[src/verilog/bfs_defs.svh]
`ifndef BFS_DEFS_SVH
`define BFS_DEFS_SVH

// vertex id width
// 1024 vertices fits one visited RAM
`define BFS_VERTEX_BITS 10

// edge index width, 4096 edges
`define BFS_EDGE_BITS 12

// depth of the row RAMs, the visited bitmap and the frontier
`define BFS_NUM_VERTICES 1024

// depth of the edge destination RAM
`define BFS_NUM_EDGES 4096

`endif
[src/verilog/bfs_pkg.sv]
`include "bfs_defs.svh"

package bfs_pkg;

    // vertex id
    typedef logic [`BFS_VERTEX_BITS-1:0] vertex_t;

    // index into the edge RAM
    typedef logic [`BFS_EDGE_BITS-1:0] edge_idx_t;

    // edges in one row, one bit wider so a full row of 1024 fits
    typedef logic [`BFS_VERTEX_BITS:0] degree_t;

    // visited vertices per run, can reach 1024
    typedef logic [`BFS_VERTEX_BITS:0] count_t;

    // traversal controller states
    typedef enum logic [2:0] {
        st_idle,
        st_clear,
        st_seed,
        st_pop,
        st_row_read,
        st_edge_read,
        st_edge_check,
        st_finish
    } bfs_state_t;

endpackage

[src/verilog/visited.sv]
`timescale 1ns/1ps
`include "bfs_defs.svh"

module visited (
    input  logic             clk_in,
    input  logic             rst_in,
    input  bfs_pkg::vertex_t check_vertex,
    input  logic             check,
    input  logic             clear,
    output logic             was_visited,
    output logic             result_valid
);
    import bfs_pkg::*;

    // vertex of the request, kept for the write-back
    vertex_t    addr_q;
    // 0 idle, 1..2 waiting on the RAM, 3 marking
    logic [1:0] phase;
    logic       set_we;
    logic       ram_we;
    logic       ram_din;
    vertex_t    ram_addr;
    logic       ram_dout;

    // a fresh request goes to the RAM in its own cycle
    assign ram_addr = (check || clear) ? check_vertex : addr_q;
    assign ram_we   = set_we || clear;
    // clear writes 0, mark writes 1
    assign ram_din  = !clear;

    always_ff @(posedge clk_in) begin
        if (check) begin
            addr_q <= check_vertex;
        end
    end

    always_ff @(posedge clk_in) begin
        if (rst_in) begin
            phase        <= 2'd0;
            set_we       <= 1'b0;
            result_valid <= 1'b0;
            was_visited  <= 1'b0;
        end else begin
            // answer is a single-cycle strobe
            result_valid <= 1'b0;
            if (check) begin
                phase <= 2'd1;
            end else if (phase == 2'd1) begin
                phase <= 2'd2;
            end else if (phase == 2'd2) begin
                // RAM output now holds the bit read at check
                if (ram_dout) begin
                    result_valid <= 1'b1;
                    was_visited  <= 1'b1;
                    phase        <= 2'd0;
                end else begin
                    set_we <= 1'b1;
                    phase  <= 2'd3;
                end
            end else if (phase == 2'd3) begin
                // mark written this cycle, report new vertex
                set_we       <= 1'b0;
                result_valid <= 1'b1;
                was_visited  <= 1'b0;
                phase        <= 2'd0;
            end
        end
    end

    bram_read_first #(
        .RAM_WIDTH(1),
        .RAM_DEPTH(`BFS_NUM_VERTICES)
    ) bitmap_ram (
        .clk_in (clk_in),
        .rst_in (rst_in),
        .addr   (ram_addr),
        .din    (ram_din),
        .we     (ram_we),
        .dout   (ram_dout)
    );

endmodule

[src/verilog/bram_read_first.sv]
`timescale 1ns/1ps

module bram_read_first #(
    parameter int RAM_WIDTH = 1,
    parameter int RAM_DEPTH = 1024
) (
    input  logic                         clk_in,
    input  logic                         rst_in,
    input  logic [$clog2(RAM_DEPTH)-1:0] addr,
    input  logic [RAM_WIDTH-1:0]         din,
    input  logic                         we,
    output logic [RAM_WIDTH-1:0]         dout
);

    logic [RAM_WIDTH-1:0] mem [RAM_DEPTH];
    // first stage, array read
    logic [RAM_WIDTH-1:0] ram_q;

    // read-first: old contents come out on a write
    always_ff @(posedge clk_in) begin
        if (we) begin
            mem[addr] <= din;
        end
        ram_q <= mem[addr];
    end

    // output stage, second cycle of latency
    // only this register sees reset, contents are kept
    always_ff @(posedge clk_in) begin
        if (rst_in) begin
            dout <= '0;
        end else begin
            dout <= ram_q;
        end
    end

endmodule

[config.mk]
export PLATFORM = sky130hd
export DESIGN_NAME = visited
export DESIGN_NICKNAME = d
export VERILOG_FILES = /design/src/verilog/bfs_pkg.sv /design/src/verilog/visited.sv /design/src/verilog/bram_read_first.sv
export VERILOG_INCLUDE_DIRS = /design/src /design/src/verilog
export SDC_FILE = /design/constraint.sdc
export NUM_CORES = 2
export LEC_CHECK = 0
export BUFFER_PORTS_ARGS = -buffer_cell sky130_fd_sc_hd__buf_2
export CAP_MARGIN = 20
export CORE_MARGIN = 5
export CORE_UTILIZATION = 40
export CTS_BUF_LIST = sky130_fd_sc_hd__clkbuf_8 sky130_fd_sc_hd__clkbuf_16
export DETAILED_ROUTE_END_ITERATION = 12
export GPL_ROUTABILITY_DRIVEN = 0
export PLACE_DENSITY_LB_ADDON = 0.1
export REMOVE_ABC_BUFFERS = 1
export SYNTH_ARGS = -nofsm -noshare
export SYNTH_HDL_FRONTEND = slang
export SYNTH_HIERARCHICAL = 1
export SYNTH_SLANG_ARGS = --single-unit
[constraint.sdc]
create_clock -name clk_in -period 42.4 [get_ports clk_in]
set_clock_uncertainty 0.15 [all_clocks]
set_input_delay 8.48 -clock clk_in [delete_from_list [all_inputs] [get_ports clk_in]]
set_output_delay 8.48 -clock clk_in [all_outputs]
set_load 0.01 [all_outputs]
==> flow_metrics.tcl <==
set metrics [dict create \
    worst_ir_drop_vdd_mv 0.0340 \
    drtIter0Drc 3184 \
    r2r_start "addr_q[1]" \
    rr_endpoint "bitmap_ram/ram_q" \
    avgSynthCellArea_um2 13.1 \
    async_reset_ff_share_pct 0 \
    final-max-slew-violation-count 0 \
    finalSetupViolCount 0 \
    endpoint "bitmap_ram/ram_q" \
    layout-drive-gt1-share_pct 9.64 \
    end_kind "flip-flop" \
    vias 28500 \
    cap_violations 0 \
    fillers 10200 \
    area_growth_pct 12.4 \
    path_clk_slew_ps 60 \
    max_freq_mhz 70.0 \
    ys.flop_type "edfxtp_1" \
    multi_input_area_um2 12700 \
    clockPowerShare_pct 42.9 \
    min_period_over_period_pct 33.7 \
    ys_seq_area_share_pct 69.4 \
    ys_warn_count 6 \
    grt_max_degree 149 \
    grt_pass1_vias 27700 \
    worst-path-max-fanout 103 \
    power.density_nw_per_um2 44.9 \
    die_y_um 345 \
    io_pins 16 \
    synth.cell_area_um2 44900 \
    die_area_um2 119000 \
    required_ps 42820 \
    cts_hold_buf 0 \
    synth_cell_types 50 \
    cts_setup_buffers 0 \
    cts-htree-levels 3 \
    cts_resized 0 \
    gr-total-overflow 0 \
    port_buffers 15 \
    core_area_um2 112000 \
    dr.pass1.iters 6 \
    wirelength_um 148000 \
    seqPwrFrac_pct 50.0 \
    crit_start "check" \
    timing.final.crit_period_ps 14290 \
    worstHoldPathType "flip-flop to flip-flop" \
    final_common_cell "nor2_1" \
    cts.sinks 1041 \
    switching_share_pct 23.2 \
    p_leak_uw 0.0164 \
    reg2reg_slack_ps 36160 \
    grt_pass1_wl_um 207000 \
    arrival_ps 14710 \
    drtAntennaViolNets 0 \
    syn_inst 3439 \
    grt_use_total_pct 24.1 \
    antenna_found_initial 7 \
    cts_buffers 113 \
    ff_latch_area_um2 31200 \
    start_kind "input port" \
    insertion_delay_ps 700 \
    fp.dieW_um 345 \
    max_slew.worst_pin.slew_ps 1100 \
    p_sw_uw 526 \
    ys_ff_latch 1041 \
    drc_errors 0 \
    vias_per_cell 5.79 \
    power.internal_uw 1740 \
    start_util_pct 40.1 \
    crit_type "input port to flip-flop" \
    final_nets 3331 \
    cts_tree "yes" \
    placementRows 123 \
    status "finished, final reports clean" \
    synth-edff-count 1034 \
    max-slew-margin-rel_pct 26.3 \
    layout_common_cells "1088 x nor2_1, 1034 x edfxtp_1, 450 x mux2i_1" \
    worstRegToRegCells 11 \
    hold_ws_ps 358 \
    comb_power_share_pct 7.1 \
    rsz0062_at_grt "no" \
    setup_tns_ps 0 \
    wire_per_inst_um 30.1 \
    holdPathStages 2 \
    hold_violations 0 \
    clock_tree.buffer_depth 3 \
    dp.final_hpwl_um 69000 \
    cts_root_buf "clkbuf_16" \
]
-- worst max-delay path: stages --
cell,delay (ps)
buf_2,210
nor2_4,340
mux2_8,910
buf_4,920
buf_4,920
buf_4,970
mux2i_1,320
o22ai_1,110
nor4_1,390
nand2_1,90
o2111ai_1,220
nand4_1,120
or4_1,530
-- cell usage after synthesis, types with 11 or more instances --
cell type | count | area [um^2]
mux4_2 | 21 | 473
nor3_1 | 18 | 90.1
nor4_1 | 38 | 238
mux2i_1 | 450 | 4500
clkbuf_1 | 247 | 927
o21ai_0 | 12 | 60.1
edfxtp_1 | 1034 | 31000
nand2_1 | 86 | 323
buf_1 | 11 | 41.3
nor2_1 | 1090 | 4090
nand4_1 | 12 | 75.1
mux2_2 | 21 | 236
nand3_1 | 25 | 125
o22ai_1 | 200 | 1250
buf_2 | 59 | 295
-- metrics by stage --
| stage | instances | instance area [um^2] | util, % | setup slack (ps) | total power, uW |
|---|---|---|---|---|---|
| after CTS | 4888 | 49900 | 44.5 | 28070 | 2270 |
| after floorplan | 3116 | 43600 | - | 20110 | 1290 |
| after global placement | 4674 | 46200 | 41.2 | 27530 | 1310 |
| final | 4915 | 50500 | 45.1 | 28110 | 2270 |
| after detailed placement | 4676 | 46200 | 41.3 | 27300 | 1310 |
| after global routing | 4914 | 50500 | 45.1 | 27780 | 2320 |
-- cell type report --
cell class | count | share of cell area (%)
Clock buffer | 117 | 5.80
Antenna cell | 1 | 0.00496
Clock inverter | 95 | 1.36
Multi-Input combinational cell | 2069 | 25.2
Timing Repair Buffer | 86 | 2.14
Inverter | 6 | 0.0595
Tap cell | 1500 | 3.72
Sequential cell | 1041 | 61.8
-- cell families (layout without fill, tap and decap cells) --
family          after synthesis  count (layout)  share of synthesized area (%)
buf+inv                     329             304                           3.00
flops                      1041            1041                           69.4
compound gates              241             241                           3.44
simple gates               1326            1326                           12.0
other cells                   0               1                              0
mux                         502             502                           12.2
-- how the worst min path moves through the flow --
stage                                 from               to  slack (ps)
final                          was_visited      was_visited         360
after CTS                           set_we           set_we         360
after detailed placement            set_we           set_we         350
after global routing                set_we           set_we         370
after global placement         was_visited      was_visited         310
after floorplan           bitmap_ram/ram_q  bitmap_ram/dout         260
-- state kept, by name, summed over array words and instances (netlist names) --
register,count
addr_q,10
bitmap_ram/dout,1
bitmap_ram/mem,1024
bitmap_ram/ram_q,1
phase,2
result_valid,1
set_we,1
was_visited,1
-- metal layers --
| metal | vias to the layer above | share of wire [%] | global-route usage, % |
|---|---|---|---|
| li1 | 12200 | - | - |
| met1 | 15000 | 41 | 32.6 |
| met2 | 1038 | 49 | 41.2 |
| met3 | 240 | 6.5 | 3.28 |
| met4 | 0 | 2.9 | 6.06 |
| met5 | - | 0 | 0 |
-- power groups by stage --
| stage | clock network (uW) | registers (uW) | logic [uW] |
|---|---|---|---|
| floorplan | 0 | 1170 | 123 |
| global placement | 0 | 1160 | 153 |
| detailed placement | 0 | 1160 | 156 |
| CTS | 983 | 1140 | 156 |
| global route | 1020 | 1130 | 168 |
| finish | 973 | 1130 | 161 |
(Power assumes the default switching activity.)
