--- src/verilog/bfs_defs.svh ---
`ifndef BFS_DEFS_SVH
`define BFS_DEFS_SVH

// vertex id width
// 1024 vertices fits one visited RAM
`define BFS_VERTEX_BITS 10

// edge index width, 4096 edges
`define BFS_EDGE_BITS 12

// depth of the row RAMs, the visited bitmap and the frontier
`define BFS_NUM_VERTICES 1024

// depth of the edge destination RAM
`define BFS_NUM_EDGES 4096

`endif
--- src/verilog/bfs_pkg.sv ---
`include "bfs_defs.svh"

package bfs_pkg;

    // vertex id
    typedef logic [`BFS_VERTEX_BITS-1:0] vertex_t;

    // index into the edge RAM
    typedef logic [`BFS_EDGE_BITS-1:0] edge_idx_t;

    // edges in one row, one bit wider so a full row of 1024 fits
    typedef logic [`BFS_VERTEX_BITS:0] degree_t;

    // visited vertices per run, can reach 1024
    typedef logic [`BFS_VERTEX_BITS:0] count_t;

    // traversal controller states
    typedef enum logic [2:0] {
        st_idle,
        st_clear,
        st_seed,
        st_pop,
        st_row_read,
        st_edge_read,
        st_edge_check,
        st_finish
    } bfs_state_t;

endpackage

--- src/verilog/bfs_ctrl.sv ---
`timescale 1ns/1ps
`include "bfs_defs.svh"

module bfs_ctrl (
    input  logic               clk_in,
    input  logic               rst_in,
    input  logic               start,
    input  bfs_pkg::vertex_t   root,
    output logic               check,
    output logic               clear,
    output bfs_pkg::vertex_t   check_vertex,
    input  logic               was_visited,
    input  logic               result_valid,
    output logic               push,
    output logic               pop,
    output bfs_pkg::vertex_t   push_vertex,
    input  bfs_pkg::vertex_t   head_vertex,
    input  logic               empty,
    output bfs_pkg::vertex_t   rd_vertex,
    output bfs_pkg::edge_idx_t rd_edge,
    input  bfs_pkg::edge_idx_t rd_start,
    input  bfs_pkg::degree_t   rd_degree,
    input  bfs_pkg::vertex_t   rd_dest,
    output logic               walk_load,
    output logic               walk_step,
    output bfs_pkg::edge_idx_t walk_base,
    output bfs_pkg::degree_t   walk_length,
    input  bfs_pkg::edge_idx_t walk_index,
    input  logic               walk_last,
    input  logic               walk_none,
    output logic               visit,
    output bfs_pkg::vertex_t   visit_vertex,
    output logic               done,
    output bfs_pkg::count_t    visit_count,
    output logic               busy
);
    import bfs_pkg::*;

    bfs_state_t state;
    // vertex being checked, root or edge destination
    vertex_t    target;
    count_t     count;
    // check issued, answer not back yet
    logic       pending;
    // RAM latency counter for row and edge reads
    logic [1:0] wait_cnt;
    logic       mem_ready;
    logic       checking;
    logic       answer;
    logic       fresh;

    assign mem_ready = (wait_cnt == 2'd2);
    assign checking  = (state == st_seed) || (state == st_edge_check);
    assign answer    = checking && result_valid;
    // newly discovered vertex
    assign fresh     = answer && !was_visited;

    // visited bitmap
    assign check        = checking && !pending;
    assign clear        = (state == st_clear);
    assign check_vertex = clear ? walk_index[`BFS_VERTEX_BITS-1:0] : target;

    // each discovery is pushed and announced in the same cycle
    assign push         = fresh;
    assign push_vertex  = target;
    assign visit        = fresh;
    assign visit_vertex = target;
    assign pop          = (state == st_pop) && !empty;

    // head stays put until the next pop, so it drives the row read
    assign rd_vertex = head_vertex;
    assign rd_edge   = walk_index;

    // idle loads the clear sweep, row_read loads the row
    assign walk_load   = ((state == st_idle) && start) || ((state == st_row_read) && mem_ready);
    assign walk_base   = (state == st_idle) ? '0 : rd_start;
    assign walk_length = (state == st_idle) ? degree_t'(`BFS_NUM_VERTICES) : rd_degree;
    assign walk_step   = clear || (answer && (state == st_edge_check));

    assign done        = (state == st_finish);
    assign busy        = (state != st_idle);
    assign visit_count = count;

    always_ff @(posedge clk_in) begin
        if ((state == st_idle) && start) begin
            target <= root;
        end else if ((state == st_edge_read) && mem_ready) begin
            target <= rd_dest;
        end
    end

    always_ff @(posedge clk_in) begin
        if (rst_in) begin
            state    <= st_idle;
            pending  <= 1'b0;
            wait_cnt <= 2'd0;
            count    <= '0;
        end else begin
            if (check) begin
                pending <= 1'b1;
            end else if (result_valid) begin
                pending <= 1'b0;
            end
            if (fresh) begin
                count <= count + 1'b1;
            end
            case (state)
                st_idle: begin
                    // start while busy never reaches here
                    if (start) begin
                        count <= '0;
                        state <= st_clear;
                    end
                end
                // one bitmap entry per cycle
                st_clear: begin
                    if (walk_last) begin
                        state <= st_seed;
                    end
                end
                st_seed: begin
                    if (result_valid) begin
                        state <= st_pop;
                    end
                end
                st_pop: begin
                    wait_cnt <= 2'd0;
                    state    <= empty ? st_finish : st_row_read;
                end
                st_row_read: begin
                    if (mem_ready) begin
                        wait_cnt <= 2'd0;
                        state    <= st_edge_read;
                    end else begin
                        wait_cnt <= wait_cnt + 1'b1;
                    end
                end
                st_edge_read: begin
                    // empty row, go to the next vertex
                    if (walk_none) begin
                        wait_cnt <= 2'd0;
                        state    <= st_pop;
                    end else if (mem_ready) begin
                        wait_cnt <= 2'd0;
                        state    <= st_edge_check;
                    end else begin
                        wait_cnt <= wait_cnt + 1'b1;
                    end
                end
                st_edge_check: begin
                    if (result_valid) begin
                        state <= walk_last ? st_pop : st_edge_read;
                    end
                end
                st_finish: state <= st_idle;
                default:   state <= st_idle;
            endcase
        end
    end

endmodule

--- config.mk ---
export PLATFORM = sky130hd
export DESIGN_NAME = bfs_ctrl
export DESIGN_NICKNAME = d
export VERILOG_FILES = /design/src/verilog/bfs_pkg.sv /design/src/verilog/bfs_ctrl.sv
export VERILOG_INCLUDE_DIRS = /design/src /design/src/verilog
export SDC_FILE = /design/constraint.sdc
export NUM_CORES = 1
export LEC_CHECK = 0
export BUFFER_PORTS_ARGS = -buffer_cell sky130_fd_sc_hd__buf_2
export CORE_UTILIZATION = 41
export CTS_CLUSTER_DIAMETER = 40
export DETAILED_ROUTE_END_ITERATION = 10
export GPL_TIMING_DRIVEN = 0
export MAX_ROUTING_LAYER = met4
export PLACE_DENSITY = 0.85
export SLEW_MARGIN = 20
export SYNTH_ARGS = -nofsm -noshare
export SYNTH_HDL_FRONTEND = slang
export SYNTH_SLANG_ARGS = --single-unit
--- constraint.sdc ---
create_clock -name clk_in -period 2.5 [get_ports clk_in]
set_input_delay 0.125 -clock clk_in [delete_from_list [all_inputs] [get_ports clk_in]]
set_output_delay 0.125 -clock clk_in [all_outputs]
set_load 0.05 [all_outputs]
==> impl_metrics.ini <==
[run_status]
run_status = complete, no violations

[worst_setup_path]
max_stage_delay_ns = 0.53
rr_startpoint = state[2]$_SDFFE_PP0P_
crit_type = flip-flop to output port
startpoint_type = flip-flop
crit_slowest_cell = nor3b_1
critPathMaxFanout = 10
cpMostUsedCell = buf_2
cp.required_ns = 2.38
path_cells = nor3b_1 > buf_2 > mux2_2 > buf_2
critPathArrivalTime_ns = 2.18
r2r_end = push_vertex[6]$_DFFE_PP_
r2r_setup_slack_ns = 0.56
reg2reg_depth = 3
end_kind = output port

[clock_tree]
post_cts_buffers = 0
h-tree-depth = 1
max-clock-path-buffers = 2
clkTransAtPathRegs_ns = 0.10
cts.sinks = 27
cts_resized = 0
worstSkewPairLatency_ns = 0.27
cts_hold_buf = 0
cts_buffers = 3
cts_tree = done
clockRootBuffer = clkbuf_8

[timing]
setup_viol = 0
fin_setup_tns_ns = 0
drv_slew = 0
setup_ws_ns = 0.194
hold_viol = 0
fin_worst_skew_ns = 0.00803
slew_headroom_pct = 46.2
max_freq_mhz = 434
fin_crit_ns = 2.31
fin_crit_sh_pct = 92.2
rsz0062_at_grt = false
tightest_slew_ns = 0.804

[synth]
synth_warnings = 0
yosys.area_share.simple_pct = 23.4
post_synth_num_cell_types = 39
synthMuxAreaShare_pct = 12.3
synth_fp_nets = 285
synthCells = 211
synth_compound_area_share_pct = 9.97
synth_edf_count = 10
ys_ff_latch = 27
synth_top_family_by_area = simple AND/OR/NAND/NOR gates
synthArstFlopShare_pct = 0
ys.flop_type = dfxtp_1
syn_area_per_cell_um2 = 9.04
synth_area_um2 = 1910
synth_xor_area_share_pct = 3.22
ys_seq_area_share_pct = 33.6
synthAdderAreaFrac_pct = 0.656

[finish]
final_cell_mix = buf_2, buf_4, mux2_2
final_common_cell = buf_2
final_core_util_pct = 63.2
fin_nets = 444
drive_above_1_share_pct = 59.9
synthToLayoutAreaGrowth_pct = 46.3
fill_cells = 387
seqCellArea_um2 = 641
multi_input_area_um2 = 946
antenna_cells = 0

[route]
dr.pass1.iters = 4
vias = 2029
vias_per_cell = 4.82
ant_nets = 0
drc = 0
drt-initial-drc-count = 71
wl_mm = 5.21
routedWlPerCell_um = 12.4

[global_route]
grt_pass1_wl_mm = 7.91
grt_overflow = 0
grt_max_degree = 17
grt_pass1_vias = 1795
antenna_found_initial = 0
grt_util_all_layers_pct = 20.6

[pwr]
power.density_nw_per_um2 = 1330
leakagePower_nw = 1.46
peakVddDrop_uv = 948

[place]
io_buffers = 154
hpwl_mm = 4.35
gp_congestion = 0.898
place_ws_ns = 0.517

[floorplanning]
row_count = 24
die_h_um = 70.2
ios = 168
dieArea_um2 = 4930
core_um2 = 4410
die_x_um = 70.2
initial_core_util_pct = 43.2

[min_path]
hp-class = input port to flip-flop
min_from = result_valid
min_to = state[1]$_SDFFE_PP0P_
min_path_cells = 2

[run]
drv_cap = 0
## sequential cells by signal, indices dropped and copies added (netlist names)
signal / flops
visit_count: 11
push_vertex: 10
state: 3
wait_cnt: 2
pending: 1
## per-layer routing
layer  up-vias  global-route usage, %  wire [um]
met4         0                   6.00         59
met2       106                   39.0       2840
li1       1015                      -          -
met3         6                   3.17        359
met5         -                      -          0
met1       902                   21.9       1950
## layout make-up
class                      instances  share of cell area (%)
inverter                           4                   0.538
clock buffer                       3                    1.48
buffer                            44                    10.9
multi-input combinational        136                    33.9
timing repair buffer             154                    27.6
clock inverter                     1                   0.224
tap                               52                    2.33
sequential                        27                    23.0
## synth_stat cells (2+ instances only)
library cell	count	area [um2]
mux2_2	20	225
a31oi_1	2	12.5
buf_2	4	20.0
nor3b_1	2	15.0
and2b_1	10	75.1
nand2_1	8	30.0
or2_2	3	18.8
nand3_1	6	30.0
dfxtp_1	17	340
o21ai_0	6	30.0
or3_1	3	18.8
a22o_1	2	17.5
edfxtp_1	10	300
clkbuf_1	5	18.8
xor2_1	6	52.6
buf_4	34	255
nand2b_1	3	18.8
nor2b_1	14	87.6
nand4_1	5	31.3
a211o_1	2	17.5
nor2_1	17	63.8
inv_1	4	15.0
a21oi_1	11	55.1
and2_1	2	12.5
## where the power goes
group | internal (mW) | switching [mW]
sequential | 0.560 | 0.0645
clock | 0.114 | 0.144
combinational | 0.751 | 2.07
## worst max-delay path by stage
stage               slack (ns)             startpoint  cells after the start               to
finish                    0.19  state[0]$_SDFFE_PP0P_                      4  check_vertex[2]
global route              0.07  state[0]$_SDFFE_PP0P_                      4  check_vertex[2]
CTS                       0.18  state[0]$_SDFFE_PP0P_                      4  check_vertex[2]
detailed placement        0.52  state[0]$_SDFFE_PP0P_                      4  check_vertex[2]
global placement          0.52  state[0]$_SDFFE_PP0P_                      4  check_vertex[2]
floorplan                 0.24  state[1]$_SDFFE_PP0P_                      2              pop
## through the flow
stage / cell area [um2] / hold WS (ns) / power, mW / cells
after detailed placement: 2740 / 0.411 / 3.46 / 417
after floorplan: 1910 / 0.244 / 2.90 / 211
final: 2790 / 0.118 / 3.70 / 421
after global placement: 2740 / 0.411 / 3.44 / 417
after CTS: 2790 / 0.117 / 3.73 / 421
after global routing: 2790 / 0.126 / 3.86 / 421
## cell families (layout without fill, tap and decap cells)
logic type,count (synthesis),in the layout
AO/OA/AOI/OAI,29,29
XOR/XNOR,7,7
adder cells (fa/ha/maj),1,1
buffers and inverters,48,206
flip-flops,27,27
multiplexers,21,21
AND/OR/NAND/NOR,78,78
## critical path: cells and delay by family (launching register included)
kind	cells	cell delay, ns
buffers and inverters	2	0.58
and+or+nand+nor	1	0.53
DFF	1	0.40
muxes	1	0.39
No activity file was read; power rests on OpenSTA's default activity.
