**src/verilog/bfs_defs.svh**
```systemverilog
`ifndef BFS_DEFS_SVH
`define BFS_DEFS_SVH

// vertex id width
// 1024 vertices fits one visited RAM
`define BFS_VERTEX_BITS 10

// edge index width, 4096 edges
`define BFS_EDGE_BITS 12

// depth of the row RAMs, the visited bitmap and the frontier
`define BFS_NUM_VERTICES 1024

// depth of the edge destination RAM
`define BFS_NUM_EDGES 4096

`endif
```
**src/verilog/bfs_pkg.sv**
```systemverilog
`include "bfs_defs.svh"

package bfs_pkg;

    // vertex id
    typedef logic [`BFS_VERTEX_BITS-1:0] vertex_t;

    // index into the edge RAM
    typedef logic [`BFS_EDGE_BITS-1:0] edge_idx_t;

    // edges in one row, one bit wider so a full row of 1024 fits
    typedef logic [`BFS_VERTEX_BITS:0] degree_t;

    // visited vertices per run, can reach 1024
    typedef logic [`BFS_VERTEX_BITS:0] count_t;

    // traversal controller states
    typedef enum logic [2:0] {
        st_idle,
        st_clear,
        st_seed,
        st_pop,
        st_row_read,
        st_edge_read,
        st_edge_check,
        st_finish
    } bfs_state_t;

endpackage

```
**src/verilog/edge_walker.sv**
```systemverilog
`timescale 1ns/1ps

module edge_walker (
    input  logic               clk_in,
    input  logic               rst_in,
    input  logic               load,
    input  logic               step,
    input  bfs_pkg::edge_idx_t base,
    input  bfs_pkg::degree_t   length,
    output bfs_pkg::edge_idx_t index,
    output logic               last,
    output logic               none
);
    import bfs_pkg::*;

    // elements left, current one included
    degree_t remaining;

    assign last = (remaining == degree_t'(1));
    // zero-length row right after load
    assign none = (remaining == '0);

    always_ff @(posedge clk_in) begin
        if (rst_in) begin
            index     <= '0;
            remaining <= '0;
        end else if (load) begin
            index     <= base;
            remaining <= length;
        end else if (step && !none) begin
            index     <= index + 1'b1;
            remaining <= remaining - 1'b1;
        end
    end

endmodule

```
**config.mk**
```make
export PLATFORM = sky130hd
export DESIGN_NAME = edge_walker
export DESIGN_NICKNAME = d
export VERILOG_FILES = /design/src/verilog/bfs_pkg.sv /design/src/verilog/edge_walker.sv
export VERILOG_INCLUDE_DIRS = /design/src /design/src/verilog
export SDC_FILE = /design/constraint.sdc
export NUM_CORES = 1
export LEC_CHECK = 0
export BUFFER_PORTS_ARGS = -buffer_cell sky130_fd_sc_hd__buf_2
export CORE_UTILIZATION = 25
export CTS_CLUSTER_DIAMETER = 30
export DETAILED_ROUTE_END_ITERATION = 12
export HOLD_SLACK_MARGIN = 0.06
export PLACE_DENSITY = 0.46
export SLEW_MARGIN = 20
export SYNTH_ARGS = -nofsm -noshare
export SYNTH_HDL_FRONTEND = slang
export SYNTH_SLANG_ARGS = --single-unit
```
**constraint.sdc**
```tcl
create_clock -name clk_in -period 2.8 [get_ports clk_in]
set_input_delay 0.56 -clock clk_in [delete_from_list [all_inputs] [get_ports clk_in]]
set_output_delay 0.56 -clock clk_in [all_outputs]
set_load 0.01 [all_outputs]
```
==> flow_metrics.env, run 1 <==
export IMPL_status="complete, no violations"
export IMPL_die_area_mm2=0.00586
export IMPL_synthAdderAreaFrac=0.0270
export IMPL_n_fill_cell=582
export IMPL_yosys_mux_area_fraction=0
export IMPL_detail_route_wl_per_cell_um=14.0
export IMPL_crit_fanout=6
export IMPL_final_area_mm2=0.00169
export IMPL_synth_edf_count=0
export IMPL_ys_seq_area_frac=0.332
export IMPL_ys_dominant_reg_cell="dfxtp_1"
export IMPL_r2r_end="index[2]"
export IMPL_cpLargestDelayFamily="simple AND/OR/NAND/NOR gates"
export IMPL_ioPinCount=41
export IMPL_track_usage=0.131
export IMPL_path_cells="inv_1 -> ha_1 -> or3b_2 -> nor3_1 -> buf_4 -> buf_2"
export IMPL_finalNonFillerCells=272
export IMPL_max_slew_margin=0.552
export IMPL_drive_above_1_share=0.267
export IMPL_worstSetupEndpoint="none"
export IMPL_clockBufferDepth=2
export IMPL_start_util=0.265
export IMPL_grt_setup_unrepaired="false"
export IMPL_syn_nets=196
export IMPL_ys_warn_count=0
export IMPL_synthSimpleGateAreaFrac=0.294
export IMPL_die_w_um=76.5
export IMPL_crit_arrival_ns=2.01
export IMPL_routed_wl_um=3820
export IMPL_synth_compound_gate_area_share=0.277
export IMPL_min_period_ns=2.57
export IMPL_p_leak_nw=0.640
export IMPL_post_cts_resized=0
export IMPL_antenna_cells=0
export IMPL_reg2reg_depth=6
export IMPL_viasPerCell=5.17
export IMPL_fin_skew_ns=0.00939
export IMPL_critPathKind="register to output pin"
export IMPL_period_share=0.919
export IMPL_cp_end_kind="output pin"
export IMPL_hold_path_class="register to register"
export IMPL_crit_start="remaining[1]"
export IMPL_max_freq_mhz=389
export IMPL_cts_tree="built"
export IMPL_cts_htree_levels=1
export IMPL_final_nets=233
export IMPL_critPathSlowestCell="or3b_2"
export IMPL_synthArstFlopShare=0
export IMPL_clk_pin_slew_ns=0.10
export IMPL_mostFrequentLayoutCells="buf_2 (40), dfxtp_1 (23), nor2_1 (19), a311oi_1 (10), nor3_1 (9)"
export IMPL_fin_util=0.323
export IMPL_grt_pass1_vias=1278
export IMPL_power_density_mw_per_mm2=463
export IMPL_whs_ns=0.498
export IMPL_final_common_cell="buf_2"
export IMPL_avgSynthCellArea_um2=8.37
export IMPL_synth_xor_area_share=0.0126
export IMPL_hold_viol_final=0
export IMPL_tightest_slew_ns=0.672
export IMPL_grt_pass1_wl_um=6180
export IMPL_routabilityCongestion=0.753
export IMPL_cts_hold_buffers=0
export IMPL_drt_pre_antenna_iters=4
export IMPL_synth_seq_cells=23
export IMPL_std_cell_rows=26
export IMPL_drc=0
export IMPL_dieHeight_um=76.5
export IMPL_grt_max_degree=20
export IMPL_ant_nets=0
export IMPL_drt_iter0_markers=40
export IMPL_setup_viol=0
export IMPL_r2r_slack_ns=0.50
export IMPL_synthesis_area_mm2=0.00139
export IMPL_core_mm2=0.00524
export IMPL_place_inst=268
export IMPL_antenna_found_initial=0
export IMPL_cts_sinks=23
export IMPL_worst_setup_path_start_kind="register"
export IMPL_syn_inst=166
export IMPL_dpl_cell_area_mm2=0.00164
export IMPL_worst_path_buf_inv=3
export IMPL_maxCapViolations=0
export IMPL_drv_slew=0
export IMPL_cts_root_buf="clkbuf_8"
export IMPL_detailed_place_hpwl_um=2790
export IMPL_vias=1407
export IMPL_r2r_start="remaining[1]"
export IMPL_cts_made_buffers=3
export IMPL_synth_top_family_by_area="simple AND/OR/NAND/NOR gates"
export IMPL_fin_tns_setup_ns=0
export IMPL_grt_ovfl_total=0
export IMPL_worstSkewPairLatency_ns=0.27
export IMPL_ys_types=47
export IMPL_path_depth=6
export IMPL_post_cts_buffers=0
export IMPL_peakVddDrop_mv=0.169
export IMPL_place_port_buffers=40
export IMPL_area_growth_pct=21.6
export IMPL_critPathMaxStageDelay_ns=0.54
export IMPL_crit_required_ns=2.24
## worst register-to-register path, stage by stage (launching register included)
cell	delay [ns]
dfxtp_1	0.33
inv_1	0.09
ha_1	0.18
or3b_2	0.54
o31ai_4	0.58
nor3b_1	0.12
o311a_1	0.35
## power breakdown
group          switching [W]  internal (W)  leakage [nW]
sequential         0.0000306      0.000353         0.191
combinational       0.000101     0.0000778         0.426
clock               0.000119      0.000101        0.0217
## Yosys cell counts (all sizes together) (3+ instances only)
master,n,area [um2]
a311oi,11,103
nor2,19,71.3
buf,5,36.3
or3,6,37.5
a21oi,5,25.0
inv,5,18.8
nor3,9,45.0
nor4,3,18.8
o31ai,6,58.8
clkbuf,6,22.5
a211oi,4,30.0
nand2,7,26.3
or4,7,56.3
o21ai,7,35.0
o31a,3,26.3
dfxtp,23,460
nand3,8,40.0
ha,3,37.5
## logic make-up after synthesis
kind of cell    after synthesis
simple gates                 74
buf+inv                      17
fa+ha+maj                     3
compound gates               47
xor+xnor                      2
flops                        23
## sequential cells by signal (all words and copies together), names as in the netlist
register / count
index: 12
remaining: 11
## per-stage QoR
step / power, W / setup slack, ns
2_1_floorplan: 0.000513 / 0.643
3_3_place_gp: 0.000572 / 0.544
3_5_place_dp: 0.000570 / 0.522
4_1_cts: 0.000792 / 0.217
5_1_grt: 0.000831 / 0.0684
6_report: 0.000782 / 0.226
## worst min-delay path by stage
stage | start | end | slack (ns) | cells after the start
2_1_floorplan | remaining[10] | remaining[10] | 0.46 | 2
3_3_place_gp | remaining[10] | remaining[10] | 0.48 | 2
3_5_place_dp | remaining[10] | remaining[10] | 0.48 | 2
4_1_cts | remaining[10] | remaining[10] | 0.50 | 2
5_1_grt | length[6] | remaining[6] | 0.51 | 2
6_report | remaining[10] | remaining[10] | 0.50 | 2
## final cells by class
cell class	instances	area, um2	area share
timing repair buffer	43	223	0.132
clock inverter	1	7.51	0.00444
multi-input combinational	126	847	0.501
tap	70	87.6	0.0519
clock buffer	3	41.3	0.0244
sequential	23	460	0.273
inverter	6	22.5	0.0133
## routing by layer
layer | share of wire | vias to the layer above | track usage
met2 | 0.44 | 40 | 0.217
li1 | - | 719 | -
met3 | 0.059 | 2 | 0.0395
met5 | 0 | - | 0
met4 | 0.0021 | 0 | 0.0173
met1 | 0.50 | 646 | 0.171
Power figures use the tool's default switching activity.
==> inputs of run 2 (changes only) <==
--- a/config.mk
+++ b/config.mk
@@ -7,11 +7,13 @@
 export NUM_CORES = 1
 export LEC_CHECK = 0
 export BUFFER_PORTS_ARGS = -buffer_cell sky130_fd_sc_hd__buf_2
+export CORE_MARGIN = 3
 export CORE_UTILIZATION = 25
 export CTS_CLUSTER_DIAMETER = 30
 export DETAILED_ROUTE_END_ITERATION = 12
 export HOLD_SLACK_MARGIN = 0.06
 export PLACE_DENSITY = 0.46
+export SKIP_CTS_REPAIR_TIMING = 1
 export SLEW_MARGIN = 20
 export SYNTH_ARGS = -nofsm -noshare
 export SYNTH_HDL_FRONTEND = slang
==> constraint.sdc (replaced) <==
create_clock -name clk_in -period 2.8 [get_ports clk_in]
set_input_delay 0.56 -clock clk_in [delete_from_list [all_inputs] [get_ports clk_in]]
set_output_delay 0.56 -clock clk_in [all_outputs]
set_load 0.1 [all_outputs]
==> run 2 against run 1 <==
Sequential power about the same; register-to-register slack improved by 0.12 ns; wire length up 1.2%; maximum frequency shrank 2.7%; combinational power increased by 56%; global-route usage decreased by 0.86 points; first-iteration DRC count grew 18%; clock power about the same; critical path depth decreased by 1; hold slack worse by 0.0016 ns; clock-buffer cell count is the same; total power rose by 13%; critical endpoint unchanged.
==> flow_metrics.env, run 2 (same netlist as run 1, synthesis figures left out) <==
export IMPL_status="complete, no violations"
export IMPL_grt_pass1_vias=1311
export IMPL_peakVddDrop_mv=0.246
export IMPL_track_usage=0.123
export IMPL_mostFrequentLayoutCells="buf_2 (39), dfxtp_1 (23), nor2_1 (19), a311oi_1 (10), nand3_1 (8)"
export IMPL_crit_arrival_ns=2.09
export IMPL_worst_setup_path_start_kind="register"
export IMPL_ioPinCount=41
export IMPL_detail_route_wl_per_cell_um=14.3
export IMPL_dieHeight_um=80.5
export IMPL_drv_slew=0
export IMPL_fin_util=0.325
export IMPL_power_density_mw_per_mm2=519
export IMPL_min_period_ns=2.65
export IMPL_die_w_um=80.5
export IMPL_viasPerCell=5.17
export IMPL_period_share=0.945
export IMPL_maxCapViolations=0
export IMPL_final_common_cell="buf_2"
export IMPL_drt_pre_antenna_iters=4
export IMPL_core_mm2=0.00524
export IMPL_top_regs="index: 12 flops, remaining: 11 flops"
export IMPL_cts_root_buf="clkbuf_8"
export IMPL_worstSkewPairLatency_ns=0.27
export IMPL_antenna_cells=0
export IMPL_fin_tns_setup_ns=0
export IMPL_p_leak_nw=0.639
export IMPL_drive_above_1_share=0.274
export IMPL_top_register="index"
export IMPL_grt_pass1_wl_um=6260
export IMPL_detailed_place_hpwl_um=2770
export IMPL_hold_path_class="register to register"
export IMPL_crit_fanout=6
export IMPL_largest_reg_flops=12
export IMPL_critPathKind="register to output pin"
export IMPL_cts_tree="built"
export IMPL_routed_wl_um=3860
export IMPL_drt_iter0_markers=47
export IMPL_cts_htree_levels=1
export IMPL_vias=1401
export IMPL_start_util=0.265
export IMPL_antenna_found_initial=0
export IMPL_max_freq_mhz=378
export IMPL_grt_ovfl_total=0
export IMPL_ant_nets=0
export IMPL_cp_end_kind="output pin"
export IMPL_cts_made_buffers=3
export IMPL_final_nets=232
export IMPL_max_slew_margin=0.675
export IMPL_fin_skew_ns=0.0108
export IMPL_clockBufferDepth=2
export IMPL_die_area_mm2=0.00649
export IMPL_routabilityCongestion=0.775
export IMPL_clk_pin_slew_ns=0.10
export IMPL_place_port_buffers=40
export IMPL_grt_setup_unrepaired="false"
export IMPL_setup_viol=0
export IMPL_crit_required_ns=2.24
export IMPL_area_growth_pct=22.4
export IMPL_hold_viol_final=0
export IMPL_grt_max_degree=30
export IMPL_cts_sinks=23
export IMPL_drc=0
export IMPL_power_total_w=0.000882
export IMPL_std_cell_rows=26
export IMPL_tightest_slew_ns=0.490
-- run 2: per-layer routing --
layer | vias to the layer above | global-route usage | wire length (um) | part of all wire
li1 | 719 | - | - | -
met1 | 645 | 0.168 | 1880 | 0.49
met2 | 35 | 0.197 | 1760 | 0.45
met3 | 2 | 0.0325 | 215 | 0.056
met4 | 0 | 0.0152 | 10 | 0.0026
met5 | - | 0 | 0 | 0
-- run 2: worst max-delay path: stages, from the launching register on --
cell	delay [ns]
dfxtp_1	0.33
inv_1	0.09
ha_1	0.18
or3b_2	0.56
nor3_4	0.25
clkbuf_4	0.39
-- run 2: final cells by class --
| cell class | instances | area [um2] |
|---|---|---|
| inverters | 6 | 22.5 |
| flip-flops and latches | 23 | 460 |
| multi-input cells | 126 | 863 |
| fillers | 574 | 3540 |
| well taps | 70 | 87.6 |
| repair buffers | 42 | 218 |
| clock buffers | 3 | 41.3 |
| clock inverters | 1 | 7.51 |
-- run 2: metrics by stage --
step                      instance area [um2]  worst slack (ns)  std cells  hold slack (ns)
after floorplan                          1410            0.0488        166            0.461
after global placement                   1650             0.400        267            0.479
after detailed placement                 1650             0.368        267            0.481
after CTS                                1700            0.0371        271            0.496
after global routing                     1700            0.0405        271            0.518
final                                    1700             0.154        271            0.496
-- run 2: report_power, final --
| group | total [W] | switching, W | internal, W |
|---|---|---|---|
| clock network | 0.000222 | 0.000121 | 0.000101 |
| logic | 0.000278 | 0.000199 | 0.0000788 |
| registers | 0.000383 | 0.0000299 | 0.000353 |
| total | 0.000882 | 0.000350 | 0.000533 |
-- run 2: final timing paths --
kind / startpoint / to / slack, ns / cells after the start
worst max-delay path: remaining[1] / none / 0.15 / 5
worst min-delay path: remaining[10] / remaining[10] / 0.50 / 2
worst max register to register: remaining[0] / index[10] / 0.62 / 7
worst min register to register: remaining[10] / remaining[10] / 0.50 / 2
